## config.mk

```make
export PLATFORM = sky130hd
export DESIGN_NAME = fetch_pc_gen
export DESIGN_NICKNAME = d
export VERILOG_FILES = /design/src/verilog/tartaruga_pkg.sv /design/src/verilog/fetch_pc_gen.sv
export VERILOG_INCLUDE_DIRS = /design/src /design/src/include
export SDC_FILE = /design/constraint.sdc
export NUM_CORES = 1
export LEC_CHECK = 0
export BUFFER_PORTS_ARGS = -buffer_cell sky130_fd_sc_hd__buf_2
export CORE_ASPECT_RATIO = 0.9
export CORE_MARGIN = 3
export CORE_UTILIZATION = 55
export CTS_BUF_LIST = sky130_fd_sc_hd__clkbuf_8
export CTS_CLUSTER_SIZE = 8
export DETAILED_ROUTE_END_ITERATION = 12
export HOLD_SLACK_MARGIN = 0.05
export PLACE_DENSITY = 0.84
export SYNTH_ARGS = -nofsm -noshare
export SYNTH_HDL_FRONTEND = slang
export SYNTH_SLANG_ARGS = --single-unit
```

## constraint.sdc

```tcl
create_clock -name clk_i -period 4.8 [get_ports clk_i]
set_clock_uncertainty 0.1 [all_clocks]
set_input_delay 0.72 -clock clk_i [delete_from_list [all_inputs] [get_ports clk_i]]
set_output_delay 0.72 -clock clk_i [all_outputs]
set_load 0.02 [all_outputs]
```

## src/include/tartaruga_defines.svh

```systemverilog
// ~~~~~~~~~~~~~~~~~~~~
// Tartaruga fetch parameters
// Sizes and latency of the instruction memory and the fetch line.
// ~~~~~~~~~~~~~~~~~~~~

`ifndef TARTARUGA_DEFINES_SVH
`define TARTARUGA_DEFINES_SVH

// Memory depth in 32-bit words.
`define IMEM_POS 4096

// Pipeline depth of the memory request path.
`define IMEM_LAT 5

// Words per instruction line.
`define LINE_WORDS 4

`endif
```

## src/verilog/tartaruga_pkg.sv

```systemverilog
// ~~~~~~~~~~~~~~~~~~~~
// Tartaruga package
// Shared types for the fetch front end.
// ~~~~~~~~~~~~~~~~~~~~

`default_nettype none

`include "tartaruga_defines.svh"

package tartaruga_pkg;

    typedef logic [31:0] bus32_t;                    // Address or instruction word.

    // One fetch line, lowest address in the lowest bits.
    typedef logic [`LINE_WORDS*32-1:0] line128_t;

    typedef enum logic [1:0] {
        LB_EMPTY  = 2'd0,                            // No line held.
        LB_VALID  = 2'd1,                            // Line held and usable.
        LB_REFILL = 2'd2                             // Waiting on memory.
    } lbuf_state_t;

endpackage

`default_nettype wire

```

## src/verilog/fetch_pc_gen.sv

```systemverilog
// ~~~~~~~~~~~~~~~~~~~~
// Fetch pc generator
// Sequential pc stream, reloaded by a redirect.
// ~~~~~~~~~~~~~~~~~~~~

`timescale 1ns/1ps
`default_nettype none

module fetch_pc_gen
    import tartaruga_pkg::*;
(
    input  logic   clk_i,
    input  logic   rstn_i,
    input  logic   redirect_i,
    input  bus32_t redirect_pc_i,
    output logic   pc_valid_o,
    input  logic   pc_ready_i,
    output bus32_t pc_o
);

    logic   armed_q;                                 // Set by the first redirect.
    bus32_t pc_q;

    assign pc_valid_o = armed_q;
    assign pc_o       = pc_q;

    always_ff @(posedge clk_i or negedge rstn_i) begin
        if (!rstn_i) begin
            armed_q <= 1'b0;
            pc_q    <= '0;
        end else if (redirect_i) begin
            // Redirect always wins over a handshake.
            armed_q <= 1'b1;
            pc_q    <= redirect_pc_i;
        end else if (pc_valid_o && pc_ready_i) begin
            pc_q <= pc_q + 32'd4;                    // Next word.
        end
    end

endmodule

`default_nettype wire

```

==> summary.md <==
| Metric | Value |
|---|---|
| Vias post-DR | 1882 |
| Avg Cell Area, Syn | 8.90 sq um |
| Fraction of layout cells with a size suffix above 1 | 30.1% |
| Nets | 309 |
| Total of max-cap violations | 0 |
| Pin count of the biggest net entering global routing | 40 |
| Drt pass-1 iters | 4 |
| GPL Wtd Cong | about 0.83 |
| WL/cell | about 15 microns |
| Status | finished, final reports clean |
| Hpwl dp | approximately 3500 microns |
| DRC | 0 |
| Main synth FF type | dfrtp_1 |
| Most frequent cells in the layout | buf_2, dfrtp_1, nand2_1, o21ai_0, nor2_1 |
| Antenna violations before repair | 0 |
| Rows | 19 |
| Critical Path Max Stage Delay | about 690 ps |
| Yosys top cell area share | roughly 44% |
| CP Capture Type | flop |
| Max-slew violations | 0 |
| Grt ovf | 0 |
| Synth Instances | between 200 and 250 |
| Async S/R FF share, synth | 100% |
| Crit-path slowest cell | or4_1 |
| GR Util All Layers | a little over a quarter |
| Reg2reg start | pc_o[3] |
| Die X | about 67 microns |
| Cell family with most CP delay | simple AND/OR/NAND/NOR gates |
| Leak Pwr | between 0.9 and 1 nW |
| Starting Density | 59.1% |
| Worst Setup SP | pc_o[3] |
| EDFF count, synth | 0 |
| Area Growth Syn to Fin | 23.0% |
| CP Launch Type | flop |
| Clock sink count | 33 |
| Hold WS | approximately 390 ps |
| Worst path most repeated cell | or4_1 |
| Final Hold Vio Count | 0 |
| Syn Nets | between 200 and 250 |
| Total power | between 0.0006 and 0.0007 W |
| Vias/cell | between 5 and 6 |
| CTS tree | done |
| Biggest area consumer among synthesized cells | dfrtp_1 |
| Fmax | about 420 MHz |
| Worst slew pin tran | 749 ps |
| Post-Synthesis Cell Area | about 0.0019 sq mm |
| Initial DRC count | ~140 |
| P per Cell Area | ~300 mW/mm^2 |
| Cts hold-fix bufs | 0 |
| Number of I/O pins | between 60 and 70 |
| DIE AREA | 0.00414 sq mm |
| Commonest non-fill, non-tap cell in the layout | buf_2 |
| Ys Warns | 0 |
| Seq cells post-synth | 33 |
| Number of global-route vias before repair | 1683 |
| Routed wire length | just under 5000 microns |
| VDD IR-drop max | 0.000213 V |
| CP Cell Sequence | ha_1 -> nand4_1 -> or4_1 -> or4_1 -> a31oi_1 |
| Skew-Pair Late Insertion Delay | 290 ps |
| Buffer and inverter count on the worst path | 0 |
| Final setup fails | 0 |
| Post-CTS sizing | 0 |
| Fin Setup TNS | 0 ps |
| Post-layout min period | 2410 ps |
| CTS buffer count | 5 |
| Crit share post-route | 50.2% |
| Die height | between 60 and 70 microns |
| Root Driver | clkbuf_8 |
| Core Region | ~0.0032 sq mm |
| Number of port buffers | 68 |
| Yosys cell types | 37 |
| RSZ-0062 raised after global routing | no |
| Class of the most critical setup path | reg -> reg |
| First-pass GRT wire length | around 7900 microns |
| Routed Antenna Nets | 0 |
| Seq/Total Area, Yosys | roughly 44% |
| Critical path peak fanout | 9 |
| Post-CTS Setup Inserts | 0 |
| # diodes | 0 |
| Htree depth | 2 |
| Worst endpoint data arrival time | between 2000 and 3000 ps |
| Critical Path RT | between 4000 and 5000 ps |
| Clock-pin slew on the worst setup and hold paths | roughly 60 ps |
| Fillers | 259 |
| Top post-synthesis cells by area | dfrtp_1, xor2_1, o21ai_0, nand2_1, a31oi_1 |
| Hold crit path type | in -> async |
| Clock Path Buffers | 2 |
| Max_slew headroom | between 50% and 60% |
==> state kept, by name, indices dropped and copies added, names as in the netlist <==
name and flops:
pc_valid_o 1, pc_o 32
==> per-layer routing <==
| layer | up-vias | GRT usage, % | share of wire [%] |
|---|---|---|---|
| met5 | - | 0 | 0 |
| met4 | 0 | 7.80 | 1.4 |
| met3 | 8 | 8.21 | 6.3 |
| met2 | 67 | 42.0 | 46 |
| met1 | 899 | 33.8 | 46 |
| li1 | 908 | - | - |
==> Yosys cell counts (2+ instances only) <==
cell type,count
and4_2,2
and4_1,3
o21ai_0,19
nand4_1,13
a31oi_1,13
and3_1,2
o311ai_0,2
nand2_1,24
or2_2,2
o31ai_1,8
nor3_1,2
mux2_2,2
xor2_1,11
nor2_1,15
nand3_1,11
clkbuf_1,11
inv_1,2
or3_1,6
dfrtp_1,33
and2_1,2
o31a_1,2
or4_1,10
==> per-stage QoR <==
stage / instance area [sq um] / utilization [%] / std cells / setup WS [ps]
floorplan: 1870 / - / 210 / 2450
global route: 2300 / 72.7 / 314 / 2230
CTS: 2300 / 72.7 / 314 / 2390
finish: 2300 / 72.7 / 314 / 2390
detailed placement: 2210 / 70.0 / 307 / 2280
global placement: 2210 / 70.0 / 307 / 2340
==> final cells by class <==
type,instances,area [sq um],share of cell area [%]
clock inverters,1,3.75,0.163
flip-flops and latches,33,826,35.9
well taps,42,52.6,2.29
clock buffers,6,82.6,3.59
inverters,3,11.3,0.490
multi-input cells,161,982,42.7
repair buffers,68,340,14.8
==> final timing paths <==
| kind | slack, ps | depth (start not counted) | to |
|---|---|---|---|
| max in group asynchronous | 3720 | 1 | pc_o[27] |
| setup reg to reg | 2390 | 5 | pc_o[24] |
| hold reg to reg | 420 | 1 | pc_o[0] |
| setup / recovery | 2390 | 5 | pc_o[24] |
| hold / removal | 390 | 1 | pc_o[20] |
| min in group clk_i | 420 | 1 | pc_o[0] |
==> report_power, final <==
part	leakage [nW]	switching, W	total, W	internal (W)
logic	0.544	0.0000897	0.000146	0.0000563
registers	0.380	0.0000364	0.000340	0.000304
clock network	0.0485	0.0000979	0.000209	0.000111
==> worst reg2reg max path: stages, from the launching register on <==
cell and delay [ps]:
dfrtp_1 500, ha_1 240, nand4_1 130, or4_1 690, or4_1 510, a31oi_1 160
==> cells by family (layout without fill, tap and decap cells) <==
logic type	count (synthesis)	count (layout)	synth area share [%]
XOR/XNOR	12	12	5.62
buffers and inverters	16	78	3.28
AND/OR/NAND/NOR	99	99	29.1
flip-flops	33	33	44.2
adder cells (fa/ha/maj)	1	1	0.669
multiplexers	3	3	1.74
AO/OA/AOI/OAI	46	46	15.4
Note: power is estimated with default switching activity, not from simulation.
