<file path="src/include/tartaruga_defines.svh">
// ~~~~~~~~~~~~~~~~~~~~
// Tartaruga fetch parameters
// Sizes and latency of the instruction memory and the fetch line.
// ~~~~~~~~~~~~~~~~~~~~

`ifndef TARTARUGA_DEFINES_SVH
`define TARTARUGA_DEFINES_SVH

// Memory depth in 32-bit words.
`define IMEM_POS 4096

// Pipeline depth of the memory request path.
`define IMEM_LAT 5

// Words per instruction line.
`define LINE_WORDS 4

`endif
</file>
<file path="src/verilog/tartaruga_pkg.sv">
// ~~~~~~~~~~~~~~~~~~~~
// Tartaruga package
// Shared types for the fetch front end.
// ~~~~~~~~~~~~~~~~~~~~

`default_nettype none

`include "tartaruga_defines.svh"

package tartaruga_pkg;

    typedef logic [31:0] bus32_t;                    // Address or instruction word.

    // One fetch line, lowest address in the lowest bits.
    typedef logic [`LINE_WORDS*32-1:0] line128_t;

    typedef enum logic [1:0] {
        LB_EMPTY  = 2'd0,                            // No line held.
        LB_VALID  = 2'd1,                            // Line held and usable.
        LB_REFILL = 2'd2                             // Waiting on memory.
    } lbuf_state_t;

endpackage

`default_nettype wire

</file>
<file path="src/verilog/imem_req_if.sv">
// ~~~~~~~~~~~~~~~~~~~~
// Line refill channel
// Request and response halves between line buffer and memory.
// ~~~~~~~~~~~~~~~~~~~~

`timescale 1ns/1ps
`default_nettype none

interface imem_req_if
    import tartaruga_pkg::*;
();

    // Request half.
    logic     req_valid;
    logic     req_ready;
    bus32_t   req_addr;                              // Line aligned.

    // Response half.
    logic     rsp_valid;
    logic     rsp_ready;
    bus32_t   rsp_addr;                              // Echo of the request address.
    line128_t rsp_line;

    modport requester (
        output req_valid, req_addr, rsp_ready,
        input  req_ready, rsp_valid, rsp_addr, rsp_line
    );

    modport memory (
        input  req_valid, req_addr, rsp_ready,
        output req_ready, rsp_valid, rsp_addr, rsp_line
    );

endinterface

`default_nettype wire

</file>
<file path="src/verilog/fetch_line_buffer.sv">
// ~~~~~~~~~~~~~~~~~~~~
// Fetch line buffer
// Holds one line, serves words from it, refills on a miss.
// ~~~~~~~~~~~~~~~~~~~~

`timescale 1ns/1ps
`default_nettype none

`include "tartaruga_defines.svh"

module fetch_line_buffer
    import tartaruga_pkg::*;
(
    input  logic          clk_i,
    input  logic          rstn_i,
    input  logic          flush_i,
    input  logic          pc_valid_i,
    output logic          pc_ready_o,
    input  bus32_t        pc_i,
    output logic          instr_valid_o,
    input  logic          instr_ready_i,
    output bus32_t        instr_pc_o,
    output bus32_t        instr_o,
    imem_req_if.requester mem_if
);

    localparam int OFF_W = $clog2(`LINE_WORDS) + 2;   // Byte offset bits in a line.

    lbuf_state_t state_q;
    line128_t    line_q;
    bus32_t      line_addr_q;
    bus32_t      instr_pc_q;                          // Also the pc of a pending miss.
    bus32_t      instr_q;
    bus32_t      exp_addr;
    logic        instr_valid_q;
    logic        req_valid_q;
    logic        outstanding_q;
    logic        discard_q;
    logic        out_free;
    logic        hit;
    logic        pc_fire;
    logic        req_fire;
    logic        rsp_fire;
    logic        addr_ok;

    assign out_free   = ~instr_valid_q | instr_ready_i;
    assign hit        = (state_q == LB_VALID) && (pc_i[31:OFF_W] == line_addr_q[31:OFF_W]);
    assign pc_ready_o = (state_q != LB_REFILL) && out_free && !flush_i;
    assign pc_fire    = pc_valid_i & pc_ready_o;

    assign exp_addr = {instr_pc_q[31:OFF_W], {OFF_W{1'b0}}};
    assign addr_ok  = (mem_if.rsp_addr == exp_addr);

    assign mem_if.req_valid = req_valid_q;
    assign mem_if.req_addr  = exp_addr;               // Stable while in refill.
    assign mem_if.rsp_ready = outstanding_q;
    assign req_fire         = mem_if.req_valid & mem_if.req_ready;
    assign rsp_fire         = mem_if.rsp_valid & mem_if.rsp_ready;

    assign instr_valid_o = instr_valid_q;
    assign instr_pc_o    = instr_pc_q;
    assign instr_o       = instr_q;

    always_ff @(posedge clk_i or negedge rstn_i) begin
        if (!rstn_i) begin
            state_q       <= LB_EMPTY;
            instr_valid_q <= 1'b0;
            req_valid_q   <= 1'b0;
            outstanding_q <= 1'b0;
            discard_q     <= 1'b0;
        end else begin
            if (req_fire) begin
                outstanding_q <= 1'b1;
            end else if (rsp_fire) begin
                outstanding_q <= 1'b0;
            end

            if (out_free || flush_i) begin
                instr_valid_q <= 1'b0;                // Consumed or redirected.
            end

            case (state_q)
                LB_EMPTY, LB_VALID: begin
                    if (pc_fire && hit) begin
                        instr_valid_q <= 1'b1;
                    end else if (pc_fire) begin
                        state_q     <= LB_REFILL;
                        req_valid_q <= 1'b1;
                    end
                end
                LB_REFILL: begin
                    if (req_fire) begin
                        req_valid_q <= 1'b0;
                    end
                    if (flush_i) begin
                        discard_q <= 1'b1;            // Drain the old response.
                    end
                    if (rsp_fire) begin
                        discard_q <= 1'b0;
                        if (discard_q || flush_i) begin
                            state_q <= LB_EMPTY;
                        end else if (addr_ok) begin
                            state_q       <= LB_VALID;
                            instr_valid_q <= 1'b1;
                        end else begin
                            req_valid_q <= 1'b1;      // Wrong line, ask again.
                        end
                    end
                end
                default: state_q <= LB_EMPTY;
            endcase
        end
    end

    always_ff @(posedge clk_i) begin
        if (pc_fire) begin
            instr_pc_q <= pc_i;
            instr_q    <= line_q[32*pc_i[OFF_W-1:2] +: 32];
        end
        if (rsp_fire && addr_ok) begin
            line_q      <= mem_if.rsp_line;
            line_addr_q <= mem_if.rsp_addr;
            instr_q     <= mem_if.rsp_line[32*instr_pc_q[OFF_W-1:2] +: 32];
        end
    end

    a_one_refill: assert property (@(posedge clk_i) disable iff (!rstn_i)
        outstanding_q |-> !mem_if.req_valid)
        else $error("second refill issued while one is outstanding");

    a_req_hold: assert property (@(posedge clk_i) disable iff (!rstn_i)
        mem_if.req_valid && !mem_if.req_ready |=>
            mem_if.req_valid && $stable(mem_if.req_addr))
        else $error("refill request dropped or changed before transfer");

endmodule

`default_nettype wire

</file>
<file path="src/flat_wrapper.sv">
// flat-port wrapper written by rule: the top's interface ports become plain ports
module fetch_line_buffer_flat import tartaruga_pkg::*;
  (clk_i, rstn_i, flush_i, pc_valid_i, pc_ready_o, pc_i, instr_valid_o, instr_ready_i, instr_pc_o, instr_o, mem_if_req_valid, mem_if_req_addr, mem_if_rsp_ready, mem_if_req_ready, mem_if_rsp_valid, mem_if_rsp_addr, mem_if_rsp_line);
  imem_req_if mem_if_i ();
  input  logic clk_i;
  input  logic rstn_i;
  input  logic flush_i;
  input  logic pc_valid_i;
  output logic pc_ready_o;
  input  bus32_t pc_i;
  output logic instr_valid_o;
  input  logic instr_ready_i;
  output bus32_t instr_pc_o;
  output bus32_t instr_o;
  output wire logic [$bits(mem_if_i.req_valid)-1:0] mem_if_req_valid;
  output wire logic [$bits(mem_if_i.req_addr)-1:0] mem_if_req_addr;
  output wire logic [$bits(mem_if_i.rsp_ready)-1:0] mem_if_rsp_ready;
  input wire logic [$bits(mem_if_i.req_ready)-1:0] mem_if_req_ready;
  input wire logic [$bits(mem_if_i.rsp_valid)-1:0] mem_if_rsp_valid;
  input wire logic [$bits(mem_if_i.rsp_addr)-1:0] mem_if_rsp_addr;
  input wire logic [$bits(mem_if_i.rsp_line)-1:0] mem_if_rsp_line;
  assign mem_if_req_valid = mem_if_i.req_valid;
  assign mem_if_req_addr = mem_if_i.req_addr;
  assign mem_if_rsp_ready = mem_if_i.rsp_ready;
  assign mem_if_i.req_ready = mem_if_req_ready;
  assign mem_if_i.rsp_valid = mem_if_rsp_valid;
  assign mem_if_i.rsp_addr = mem_if_rsp_addr;
  assign mem_if_i.rsp_line = mem_if_rsp_line;
  fetch_line_buffer u_core (.clk_i(clk_i), .rstn_i(rstn_i), .flush_i(flush_i), .pc_valid_i(pc_valid_i), .pc_ready_o(pc_ready_o), .pc_i(pc_i), .instr_valid_o(instr_valid_o), .instr_ready_i(instr_ready_i), .instr_pc_o(instr_pc_o), .instr_o(instr_o), .mem_if(mem_if_i));
endmodule
</file>
<file path="config.mk">
export PLATFORM = sky130hd
export DESIGN_NAME = fetch_line_buffer_flat
export DESIGN_NICKNAME = d
export VERILOG_FILES = /design/src/verilog/tartaruga_pkg.sv /design/src/verilog/imem_req_if.sv /design/src/verilog/fetch_line_buffer.sv /design/src/flat_wrapper.sv
export VERILOG_INCLUDE_DIRS = /design/src /design/src/include
export SDC_FILE = /design/constraint.sdc
export NUM_CORES = 1
export LEC_CHECK = 0
export ABC_AREA = 1
export BUFFER_PORTS_ARGS = -buffer_cell sky130_fd_sc_hd__buf_2
export CORE_UTILIZATION = 53
export CTS_CLUSTER_DIAMETER = 30
export DETAILED_ROUTE_END_ITERATION = 8
export GPL_ROUTABILITY_DRIVEN = 0
export GPL_TIMING_DRIVEN = 0
export PLACE_DENSITY_LB_ADDON = 0.2
export SYNTH_ARGS = -nofsm -noshare
export SYNTH_HDL_FRONTEND = slang
export SYNTH_SLANG_ARGS = --single-unit
export TNS_END_PERCENT = 1
</file>
<file path="constraint.sdc">
create_clock -name clk_i -period 4.05 [get_ports clk_i]
set_input_delay 0.405 -clock clk_i [delete_from_list [all_inputs] [get_ports clk_i]]
set_output_delay 0.405 -clock clk_i [all_outputs]
set_load 0.02 [all_outputs]
</file>
==> summary by stage, run 1 <==
Clock network
After clock tree synthesis, the clock-pin slew on the worst setup and hold paths is 0.05 ns. The hold buffer count at CTS is 1. TritonCTS built the clock tree. CTS saw 226 sinks. The clock reaches the later pin of the worst-skew pair after 0.52 ns.

The number of CTS-inserted buffers is 42. The root buffer cell is sky130_fd_sc_hd__clkbuf_16. The longest clock path from root to sink contains 3 buffers. In this run, post-CTS repair resized a total of 0 instances.

The number of H-tree levels is 2. The total setup buffers inserted after CTS is 0.

Finish
Relative to the synthesized area, the layout overhead comes to 33.2%. The fill cell total of the finished layout is 1,443. After the last flow step, the layout net total stands at 1,589. The finished cells cover 0.0141 mm2. In the final layout, the share of cells above drive strength 1 is 29.9%. Cells fill 72.3% of the core in the end.

Critical path
The type of destination of the critical path is a flip-flop. The slowest stage of the critical path is the sky130_fd_sc_hd__clkbuf_8 cell. The data required time at the worst endpoint is 4.18 ns. For this run, the slowest stage of the critical path takes between 0.4 and 0.5 ns. Of all nets on the critical path, the largest fanout is 102. Grouping stages by cell kind, the critical path spends the most delay in buffers and inverters.

The critical path contains buffers and inverters numbering 4 combined. At the worst endpoint, the arrival time is 3.11 ns. The startpoint kind of the worst setup timing path is a flip-flop. The cell occurring most often along the worst timing path is sky130_fd_sc_hd__nand2_1. The type of the worst setup path is reg2reg. Walking the worst path, the cells encountered are xnor2_1 -> nand2_1 -> nor2_1 -> nand2_1 -> nor2_2 -> nand2_2 -> inv_2 -> nand2_4 -> clkinv_2 -> clkbuf_8 -> buf_16.

Floorplanning
Measured along the y axis, the die boundary spans 143 um. ~300 I/O pins were placed. The die footprint is ~0.021 mm2. The standard-cell row count is between 50 and 60. In this run the standard cell core region covers 0.0195 mm2. The initial core utilization is 54.3%.

The overall die width is about 140 um.

Yosys
The largest total area in the synthesized netlist belongs to sky130_fd_sc_hd__edfxtp_1. In the synthesized netlist, the number of instances is about 1,000. The most used flip-flop cell after synthesis is sky130_fd_sc_hd__edfxtp_1.

Summing the sequential cell areas from Yosys gives 63.7% of the chip area. For this run, the number of Yosys warnings is 0. The number of different library cells used by synthesis comes to 28. The fraction of post-synthesis cell area in the top cell type by area is between 60 and 70%. The average size of a mapped cell is about 10 um2. For this run, asynchronously set or reset flops after synthesis account for 2.65%. In the post-synthesis netlist, the cell with the most instances is sky130_fd_sc_hd__nor2_1. The number of flops mapped to enable cells by yosys is 220. After synthesis, the cell types taking the most area are sky130_fd_sc_hd__edfxtp_1 62%, sky130_fd_sc_hd__nor2_1 8.5%, sky130_fd_sc_hd__nand2_1 8.1%. The commonest cells after synthesis are 241 x sky130_fd_sc_hd__nor2_1, 228 x sky130_fd_sc_hd__nand2_1, 220 x sky130_fd_sc_hd__edfxtp_1, 74 x sky130_fd_sc_hd__inv_1, 69 x sky130_fd_sc_hd__o21ai_0.

Synthesis inferred 226 register bits. The post-synth design cell area is 0.0106 mm2.

Outcome
The run finished with clean final reports.

Pwr
The static leakage is 0.00608 uW. VDD sags by at most between 400 and 500 uV. The total design power is 7590 uW. The cell area power density is 537 mW/mm2.

Route
The iteration count of the initial detailed-routing pass is 5. The detailed-route via count is 9,005. The vias per cell is 5.32. The number of nets still failing antenna checks after routing is 0. The routed wire length is 29,600 um. The DRC violations left is 0. The mean routed wirelength per cell is 17.5 um. After the first detailed-routing iteration, the DRC count stood at 747.

Timing
On the final layout, the worst hold slack is 0.0698 ns. The final hold violation count is 0. The number of endpoints failing setup at the final stage is 0. Setup repair after global routing left no endpoint under its margin. The relative slew slack is 55.1%. The number of pins exceeding their max-slew limit in the final report is 0. The share of the cycle needed by the critical path after routing is around three quarters. The clock arrives with 0.0269 ns of skew. The final critical path time including I/O delays and setup is 2.98 ns. The upper clock frequency limit is 335 MHz. The measured slew at the worst slew-check pin is 0.674 ns. The worst path meets setup with 1.07 ns of slack.

Global routing
The number of global-route vias before repair is around 8,500. The total routing usage reported by global routing is 28.7%. The number of antenna violations at the first check in global routing is 6.

The remaining global-route overflow is 0. The first-pass GRT wire length is 44,200 um. Entering global routing, the biggest net connects 166 pins.

Flow run
The number of violations of the max-capacitance limit is 0.

Min path
The path class of the lowest-slack min-delay path is in2reg.

Placement
The worst slack after detailed placement is 0.866 ns. Summed over all nets, the half-perimeter wirelength after detailed placement is 19,700 um. The area of placed instances is 0.0125 mm2.

The number of I/O port buffers is 294.
[logic make-up (layout without fill, tap and decap cells)]
logic type,count (synthesis),after routing,share of synthesized area (%)
other cells,1,10,0.0354
flops,226,226,63.7
compound gates,141,141,8.98
xor+xnor,28,28,2.31
simple gates,492,492,17.9
buf+inv,157,532,7.02
[sequential cells by signal, summed over array words and instances (netlist names)]
signal	cells
u_core.line_q	128
u_core.line_addr_q	28
u_core.discard_q	1
u_core.instr_o	32
u_core.mem_if.rsp_ready	1
u_core.mem_if.req_valid	1
u_core.state_q	2
u_core.instr_pc_o	32
u_core.instr_valid_o	1
[routing by layer]
| layer | GRT usage [%] | routed length, um | share of wire (%) |
|---|---|---|---|
| met1 | 35.3 | 11400 | 39 |
| met2 | 48.6 | 14400 | 49 |
| met3 | 6.03 | 2740 | 9.3 |
| met4 | 12.9 | 949 | 3.2 |
| met5 | 0 | 24 | 0.081 |
[per-stage QoR]
stage	cells	setup TNS, ns
finish	1694	0
global route	1692	0
detailed placement	1609	0
global placement	1607	-40.20
floorplan	1048	0
CTS	1687	0
[final cells by class]
class | count | area [um2] | share of cell area (%)
Antenna cell | 6 | 15.0 | 0.106
Buffer | 78 | 449 | 3.18
Clock buffer | 46 | 1090 | 7.70
Clock inverter | 31 | 509 | 3.61
Inverter | 79 | 298 | 2.11
Multi-Input combinational cell | 665 | 3130 | 22.2
Sequential cell | 226 | 6760 | 47.8
Tap cell | 265 | 332 | 2.35
Timing Repair Buffer | 298 | 1550 | 11.0
[where the power goes]
part | internal (uW) | leakage, uW | switching, uW
Combinational | 336 | 0.00326 | 585
Clock | 2770 | 0.000758 | 1160
Sequential | 2680 | 0.00207 | 56.5
[cells in the final DEF, fill, tap and decap left out, types with 5 or more instances in the layout]
master	synthesis	routed
sky130_fd_sc_hd__dfrtp_1	6	6
sky130_fd_sc_hd__o21ai_0	69	68
sky130_fd_sc_hd__nor2_1	241	241
sky130_fd_sc_hd__xor2_1	9	9
sky130_fd_sc_hd__xnor2_1	19	19
sky130_fd_sc_hd__clkinvlp_4	0	6
sky130_fd_sc_hd__buf_2	9	303
sky130_fd_sc_hd__diode_2	0	6
sky130_fd_sc_hd__o32ai_1	64	64
sky130_fd_sc_hd__a21oi_1	5	5
sky130_fd_sc_hd__nand3_1	11	11
sky130_fd_sc_hd__clkbuf_16	0	43
sky130_fd_sc_hd__inv_1	74	74
sky130_fd_sc_hd__nand2_1	228	228
sky130_fd_sc_hd__buf_4	32	32
sky130_fd_sc_hd__edfxtp_1	220	220
sky130_fd_sc_hd__bufinv_16	0	13
sky130_fd_sc_hd__clkbuf_1	34	37
[path summary, 6_finish.rpt]
check	startpoint	endpoint	slack, ns	cells past startpoint
worst max-delay path	u_core.instr_pc_o[18]	u_core.line_addr_q[25]	1.07	11
worst min-delay path	pc_i[1]	u_core.instr_pc_o[1]	0.07	1
worst max register to register	u_core.instr_pc_o[18]	u_core.line_addr_q[25]	1.07	11
worst min register to register	u_core.discard_q	u_core.discard_q	0.55	2
max in group asynchronous	rstn_i	u_core.state_q[0]	3.56	2
min in group asynchronous	rstn_i	u_core.mem_if.rsp_ready	0.31	2
Power figures use the tool's default switching activity.
==> inputs of run 2 (changes only) <==
- clock period: 4.05 -> 2.9 ns (I/O delays scaled with it)
==> run 2 against run 1 <==
Net effect:
- clock power grew 40%
- final area grew 13%
- routed wire length grew 25%
- clock skew shrank 0.0080 ns
- largest cell class unchanged
- highest routed layer unchanged
==> summary by stage, run 2 (same netlist as run 1, synthesis figures left out) <==
Critical path
The type of the worst setup path is reg2reg (unchanged). The kind of cell adding the most delay to the critical path is simple AND/OR/NAND/NOR gates (was buffers and inverters). The data required time at the worst endpoint is 3.10 ns (was 4.18 ns). The type of destination of the critical path is a flip-flop (unchanged). The count of buffer and inverter cells on the critical path is 3 (was 4). The startpoint kind of the worst setup timing path is a flip-flop (unchanged).

Critical Path, Cell by Cell: xnor2_1 -> nand2_1 -> nor2_1 -> nand2_1 -> nor2_2 -> nand2_2 -> inv_2 -> nand2_4 -> buf_2 -> o21ai_4 -> buf_12 (was xnor2_1 -> nand2_1 -> nor2_1 -> nand2_1 -> nor2_2 -> nand2_2 -> inv_2 -> nand2_4 -> clkinv_2 -> clkbuf_8 -> buf_16). The arrival time of the worst setup path was 2.79 ns (was 3.11 ns). The cell occurring most often along the worst timing path is sky130_fd_sc_hd__nand2_1 (unchanged). The largest stage delay on the critical path came to 0.44 ns (was 0.47 ns).

The critical-path cell with the highest stage delay was sky130_fd_sc_hd__edfxtp_1 (was sky130_fd_sc_hd__clkbuf_8). The largest fanout of any net on the critical path came to 22 (was 102).

Placement
The worst slack after detailed placement is -0.262 ns (was 0.866 ns). The number of I/O port buffers came to 294 (unchanged). The estimated wirelength of the detail-placed design is 19,700 um (about the same). The number of placed instances, taps included came to 1,609 (unchanged). The area of placed instances is 0.0125 mm2 (unchanged).

Route
The iteration count of the initial detailed-routing pass is 8 (was 5). The DRC violations left came to 0 (unchanged). The number of nets still failing antenna checks after routing is 0 (unchanged).

The mean routed wirelength per cell is 19.6 um (was 17.5 um). The total routed wire length on the met1 layer was 13,000 um (was 11,400 um). The met3 wire length is 3710 um (was 2740 um). The detailed-routed wire length on met2 is 18,500 um (was 14,400 um). The topmost layer with routed signal wires was met5 (unchanged). The DRC violation total after the first TritonRoute iteration was 974 (was 747).

The vias per cell came to 5.52 (was 5.32). The detailed-route via count is 10,400 (was 9,005). The routed wire length is 36,900 um (was 29,600 um).

Timing
The relative slew slack is 54.1% (was 55.1%). The share of the cycle needed by the critical path after routing came to 89.3% (was 73.6%). The final critical path time including I/O delays and setup is 2.59 ns (was 2.98 ns). The worst setup slack after layout came to 0.310 ns (was 1.07 ns). RSZ-0062 raised after global routing: no (unchanged).

The upper clock frequency limit is 386 MHz (was 335 MHz). The final hold violation count came to 0 (unchanged). The setup clock skew after layout is 0.0190 ns (was 0.0269 ns). The number of pins exceeding their max-slew limit in the final report is 0 (unchanged). The number of endpoints failing setup at the final stage was 0 (unchanged).

The measured slew at the worst slew-check pin is 0.688 ns (was 0.674 ns). The sum of negative setup slack is 0 ns (unchanged).

Global routing
The number of global-route vias before repair is 10,600 (was 8,548). The pin count of the biggest net entering global routing was 166 (unchanged). The first-pass GRT wire length is 54,400 um (was 44,200 um). The number of antenna violations at the first check in global routing was 4 (was 6). The total routing usage reported by global routing came to 35.4% (was 28.7%). The remaining global-route overflow is 0 (unchanged).

Finish
The number of nets at the end of the flow is 1,774 (was 1,589). The register with the highest flop count was u_core.line_q (unchanged). The flip-flop count of the largest register after layout is 128 (unchanged). The most frequent standard cell in the layout excluding fill and tap cells was sky130_fd_sc_hd__buf_2 (unchanged). The final design instance area without fill came to 0.0160 mm2 (was 0.0141 mm2). Commonest cells after routing, fill and taps aside: 303 x sky130_fd_sc_hd__buf_2, 241 x sky130_fd_sc_hd__nor2_1, 228 x sky130_fd_sc_hd__nand2_1 (unchanged).

The post-synthesis to final-layout area growth is 50.6% (was 33.2%). The layout cell share with drive strength beyond 1 is 26.8% (was 29.9%). The final non-filler cell total was 1,877 (was 1,694).

Floorplanning
The floorplan die height came to 143 um (unchanged). The overall die width is 143 um (unchanged). The I/O pin count is 299 (unchanged). The standard-cell row count was 51 (unchanged). The initial core utilization is 54.3% (unchanged). The placeable core region is 0.0195 mm2 (unchanged). The die footprint is 0.0206 mm2 (unchanged).

Pwr
The worst-case vdd ir drop is 502 uV (was 409 uV). The static leakage is 0.00685 uW (was 0.00608 uW). The cell area power density was 682 mW/mm2 (was 537 mW/mm2).

Clock network
The root buffer cell is sky130_fd_sc_hd__clkbuf_16 (unchanged). The total setup buffers inserted after CTS is 0 (unchanged). The clock-pin slew reported for the worst setup and hold paths after clock tree synthesis is 0.05 ns (about the same).

The worst-case clock buffer depth is 3 (unchanged). The TritonCTS clock tree is yes (unchanged). The number of sinks driven by the clock tree came to 226 (unchanged).

The clock latency on the worst-skew pair came to 0.52 ns (about the same). The number of CTS-inserted buffers is 45 (was 42). The number of H-tree levels is 2 (unchanged).

Min path
The path class of the lowest-slack min-delay path is in2reg (unchanged).

Flow run
The number of violations of the max-capacitance limit was 0 (unchanged).

Outcome
Result of the run: finished clean (unchanged).
[run 2: cell types whose count changed in the layout (fill, tap and decap cells not counted), sizes merged]
| cell | delta |
|---|---|
| dlygate4sd3 | +182 |
| bufinv | -3 |
| clkinvlp | +3 |
| diode | -3 |
| clkbuf | +2 |
| clkinv | +2 |
[run 2: final cells by class]
| cell class | instances | area (um2) |
|---|---|---|
| Sequential cell | 226 | 6760 |
| Fill cell | 1088 | 3560 |
| Timing Repair Buffer | 480 | 3370 |
| Multi-Input combinational cell | 665 | 3130 |
| Clock buffer | 48 | 1150 |
| Clock inverter | 33 | 464 |
| Buffer | 78 | 463 |
| Tap cell | 265 | 332 |
| Inverter | 79 | 298 |
| Antenna cell | 3 | 7.51 |
[run 2: path summary, 6_finish.rpt]
path	startpoint	endpoint	slack, ns	cells past startpoint
worst max-delay path	u_core.instr_pc_o[18]	u_core.instr_o[7]	0.31	11
worst min-delay path	pc_i[5]	u_core.instr_pc_o[5]	0.02	1
worst max register to register	u_core.instr_pc_o[18]	u_core.instr_o[7]	0.31	11
worst min register to register	u_core.mem_if.req_valid	u_core.mem_if.rsp_ready	0.54	2
max in group asynchronous	rstn_i	u_core.state_q[1]	2.54	2
min in group asynchronous	rstn_i	u_core.instr_valid_o	0.20	2
[run 2: where the power goes]
part | internal, uW | total [uW] | switching, uW
logic | 631 | 1540 | 911
registers | 3740 | 3820 | 82.0
clock network | 3760 | 5520 | 1760
[run 2: worst reg2reg max path, stage by stage, from the launching register on]
cell and delay (ns):
sky130_fd_sc_hd__edfxtp_1 0.44, sky130_fd_sc_hd__xnor2_1 0.25, sky130_fd_sc_hd__nand2_1 0.10, sky130_fd_sc_hd__nor2_1 0.20, sky130_fd_sc_hd__nand2_1 0.09, sky130_fd_sc_hd__nor2_2 0.15
sky130_fd_sc_hd__nand2_2 0.11, sky130_fd_sc_hd__inv_2 0.08, sky130_fd_sc_hd__nand2_4 0.08, sky130_fd_sc_hd__buf_2 0.24, sky130_fd_sc_hd__o21ai_4 0.26, sky130_fd_sc_hd__buf_12 0.27
[run 2: through the flow]
stage / hold slack (ns) / utilization (%) / total power (uW)
3_3_place_gp: 0.123 / 63.6 / 5100
3_5_place_dp: 0.129 / 63.9 / 5140
5_1_grt: 0.00359 / 81.8 / 11200
2_1_floorplan: -0.00559 / - / 4620
6_report: 0.0190 / 81.8 / 10900
4_1_cts: 0.00256 / 81.6 / 10800
[run 2: layer usage]
metal / vias up / track usage [%]
li1: 4597 / -
met3: 161 / 8.23
met2: 794 / 62.1
met5: - / 0
met1: 4803 / 40.0
met4: 2 / 19.0
[run 2: what timing repair did]
action,4_1_cts,5_1_grt
resized for setup,3,1
hold buffers,183,0
cloned,0,1
setup endpoints to repair,165,59
hold endpoints to repair,188,0
==> inputs of run 3 (changes only) <==
- CORE_ASPECT_RATIO: unset -> 1.1
- CORE_UTILIZATION: 53 -> 48
- clock period: 2.9 -> 2.2 ns (I/O delays scaled with it)
==> run 3 against run 2 <==
Net effect:
- count of clock-buffer cells in the layout up 1
- sequential share of layout area down 0.57 points
- critical endpoint is now u_core.instr_o[13]
- maximum frequency up 18%
- combinational power up 34%
- die area up 10%
- critical path type unchanged
==> summary by stage, run 3 (same netlist as run 1, synthesis figures left out) <==
Critical path
The kind of cell adding the most delay to the critical path is simple AND/OR/NAND/NOR gates (unchanged). The arrival time of the worst setup path is 2.41 ns (was 2.79 ns). Critical Path, Cell by Cell: xnor2_1 -> nand2_1 -> nor2_2 -> nand2_1 -> nor2_2 -> nand2_2 -> inv_2 -> nand2_8 -> buf_12 -> o21ai_4 -> buf_6 (was xnor2_1 -> nand2_1 -> nor2_1 -> nand2_1 -> nor2_2 -> nand2_2 -> inv_2 -> nand2_4 -> buf_2 -> o21ai_4 -> buf_12). The largest fanout of any net on the critical path is 8 (was 22).

The type of the worst setup path is reg2reg (unchanged). The critical-path cell with the highest stage delay is sky130_fd_sc_hd__edfxtp_1 (unchanged). The largest stage delay on the critical path is 0.45 ns (was 0.44 ns). The type of destination of the critical path is a flip-flop (unchanged). The count of buffer and inverter cells on the critical path is 3 (unchanged). The startpoint kind of the worst setup timing path is a flip-flop (unchanged). The data required time at the worst endpoint is 2.42 ns (was 3.10 ns).

Placement
The number of I/O port buffers is 294 (unchanged). The area of placed instances was 0.0125 mm2 (about the same). The number of placed instances, taps included is 1,634 (was 1,609). The estimated wirelength of the detail-placed design is 20,100 um (was 19,700 um).

Global routing
The first-pass GRT wire length is 52,600 um (was 54,400 um). The number of global-route vias before repair is 10,100 (was 10,600). The remaining global-route overflow is 0 (unchanged). The pin count of the biggest net entering global routing is 43 (was 166). The global-route track usage on met3 is 5.47% (was 8.23%). The most crowded layer after global routing is met2 (unchanged). The total routing usage reported by global routing is 31.1% (was 35.4%). The number of antenna violations at the first check in global routing was 1 (was 4). The met1 track demand over resource in global routing is 36.2% (was 40.0%). The global routing usage on met2 came to 55.6% (was 62.1%).

Timing
The sum of negative setup slack came to 0 ns (unchanged). The upper clock frequency limit is 456 MHz (was 386 MHz). The final critical path time including I/O delays and setup was 2.19 ns (was 2.59 ns). The measured slew at the worst slew-check pin was 0.704 ns (was 0.688 ns). The number of endpoints failing setup at the final stage is 0 (unchanged). The setup clock skew after layout is 0.0118 ns (was 0.0190 ns). The final hold violation count is 0 (unchanged).

The number of pins exceeding their max-slew limit in the final report is 0 (unchanged). The relative slew slack is 53.1% (was 54.1%). The share of the cycle needed by the critical path after routing is 99.6% (was 89.3%). RSZ-0062 raised after global routing: yes (was no).

Pwr
The logic gate share of total power is 14.7% (was 14.2%). The worst-case vdd ir drop is 805 uV (was 502 uV). The switching portion of total power is 24.7% (was 25.3%). The reported net switching power was 3450 uW (was 2750 uW). The part of the power in registers came to 36.1% (was 35.1%). The static leakage was 0.00695 uW (was 0.00685 uW). The proportion of power drawn by the clock network is 49.1% (was 50.7%).

The total design power came to 14,000 uW (was 10,900 uW). The internal portion of total power is 10,500 uW (was 8140 uW). The cell area power density is 863 mW/mm2 (was 682 mW/mm2).

Floorplanning
The standard-cell row count is 56 (was 51). The floorplan die height was 158 um (was 143 um). The placeable core region is 0.0215 mm2 (was 0.0195 mm2).

The die footprint is 0.0227 mm2 (was 0.0206 mm2). The I/O pin count is 299 (unchanged). The overall die width is 144 um (was 143 um).

The initial core utilization is 49.3% (was 54.3%).

Clock network
The clock-pin slew reported for the worst setup and hold paths after clock tree synthesis came to 0.05 ns (about the same). The number of sinks driven by the clock tree is 226 (unchanged). The root buffer cell is sky130_fd_sc_hd__clkbuf_16 (unchanged). The TritonCTS clock tree was yes (unchanged). The worst-case clock buffer depth was 3 (unchanged). The clock latency on the worst-skew pair was 0.52 ns (about the same). The number of H-tree levels was 2 (unchanged).

The number of CTS-inserted buffers is 45 (unchanged).

Route
The DRC violations left was 0 (unchanged). The number of nets still failing antenna checks after routing was 0 (unchanged). The vias per cell is 5.21 (was 5.52). The DRC violation total after the first TritonRoute iteration came to 708 (was 974).

The routed wire length is 35,100 um (was 36,900 um). The mean routed wirelength per cell came to 18.3 um (was 19.6 um). The detailed-route via count came to 10,000 (was 10,400). The iteration count of the initial detailed-routing pass was 6 (was 8).

Finish
The flip-flop count of the largest register after layout was 128 (unchanged). The fill cell total of the finished layout is 1,430 (was 1,088). The post-synthesis to final-layout area growth was 52.6% (was 50.6%). The final non-filler cell total came to 1,921 (was 1,877). Commonest cells after routing, fill and taps aside: 301 x sky130_fd_sc_hd__buf_2, 236 x sky130_fd_sc_hd__nor2_1, 228 x sky130_fd_sc_hd__nand2_1 (was 303 x sky130_fd_sc_hd__buf_2, 241 x sky130_fd_sc_hd__nor2_1, 228 x sky130_fd_sc_hd__nand2_1). The layout cell share with drive strength beyond 1 was 26.9% (was 26.8%). The number of nets at the end of the flow came to 1,793 (was 1,774).

The register with the highest flop count is u_core.line_q (unchanged). The most frequent standard cell in the layout excluding fill and tap cells is sky130_fd_sc_hd__buf_2 (unchanged). The final design instance area without fill is 0.0162 mm2 (was 0.0160 mm2).

Min path
The path class of the lowest-slack min-delay path is in2reg (unchanged).

Outcome
Result of the run: finished clean (unchanged).

Flow run
The number of violations of the max-capacitance limit was 0 (unchanged).
run 3: cell count changes in the layout (fill, tap and decap cells not counted), moves of 4 or more:
cell,delta
sky130_fd_sc_hd__nor2_2,+5
sky130_fd_sc_hd__clkinv_2,+6
sky130_fd_sc_hd__clkinv_1,+9
sky130_fd_sc_hd__clkinv_4,-5
sky130_fd_sc_hd__buf_16,+4
sky130_fd_sc_hd__dlygate4sd3_1,+8
sky130_fd_sc_hd__clkinvlp_4,-8
sky130_fd_sc_hd__nor2_1,-5
sky130_fd_sc_hd__buf_4,+7
run 3: worst paths after layout:
kind                                        from                      end  slack, ns  cells after the start
hold reg to reg                 u_core.discard_q         u_core.discard_q       0.55                      2
min in group asynchronous                 rstn_i  u_core.mem_if.rsp_ready       0.11                      2
setup / recovery           u_core.instr_pc_o[13]       u_core.instr_o[13]      0.009                     11
setup reg to reg           u_core.instr_pc_o[13]       u_core.instr_o[13]      0.009                     11
max in group asynchronous                 rstn_i     u_core.instr_valid_o       1.93                      2
hold / removal                           flush_i         u_core.discard_q      0.009                      3
run 3: cell type report:
type                    instances  area, um2  share of cell area [%]
well taps                     290        363                    2.24
clock inverters                32        359                    2.22
inverters                      79        302                    1.86
repair buffers                499       3600                    22.2
plain buffers                  78        485                    3.00
clock buffers                  49       1160                    7.18
flip-flops and latches        226       6760                    41.8
multi-input cells             665       3150                    19.5
diodes                          3       7.51                  0.0464
run 3: power groups by stage:
| stage | sequential (uW) | clock, uW | combinational, uW |
|---|---|---|---|
| after floorplan | 5270 | 0 | 818 |
| after global routing | 5060 | 7110 | 2220 |
| after detailed placement | 5120 | 0 | 1680 |
| after global placement | 5120 | 0 | 1610 |
| final | 5050 | 6860 | 2060 |
| after CTS | 5040 | 6870 | 2010 |
run 3: repair_timing:
item	4_1_cts	5_1_grt
resized for setup	15	10
hold buffers	191	0
cloned	4	0
hold endpoints to repair	195	0
pin swaps	1	5
buffers inserted	5	3
setup endpoints to repair	197	216
run 3: metal layers:
metal / up-vias / wire (um)
li1: 4645 / -
met1: 4712 / 12900
met2: 548 / 18100
met3: 113 / 2840
met4: 0 / 1260
met5: - / 0
run 3: tightest hold or removal path: cells and delay by family:
family | cells | cell delay [ns]
AO/OA/AOI/OAI | 1 | 0.12
buffers and inverters | 1 | 0.09
AND/OR/NAND/NOR | 1 | 0.05
run 3: metrics by stage:
| stage | setup slack (ns) | hold WS (ns) | util [%] |
|---|---|---|---|
| after floorplan | -0.293 | -0.0756 | - |
| after global placement | -0.919 | 0.0638 | 57.9 |
| after detailed placement | -0.967 | 0.0736 | 58.1 |
| after CTS | 0.00643 | 0.00412 | 75.0 |
| after global routing | -0.0973 | 0.0492 | 75.2 |
| final | 0.00895 | 0.00939 | 75.2 |
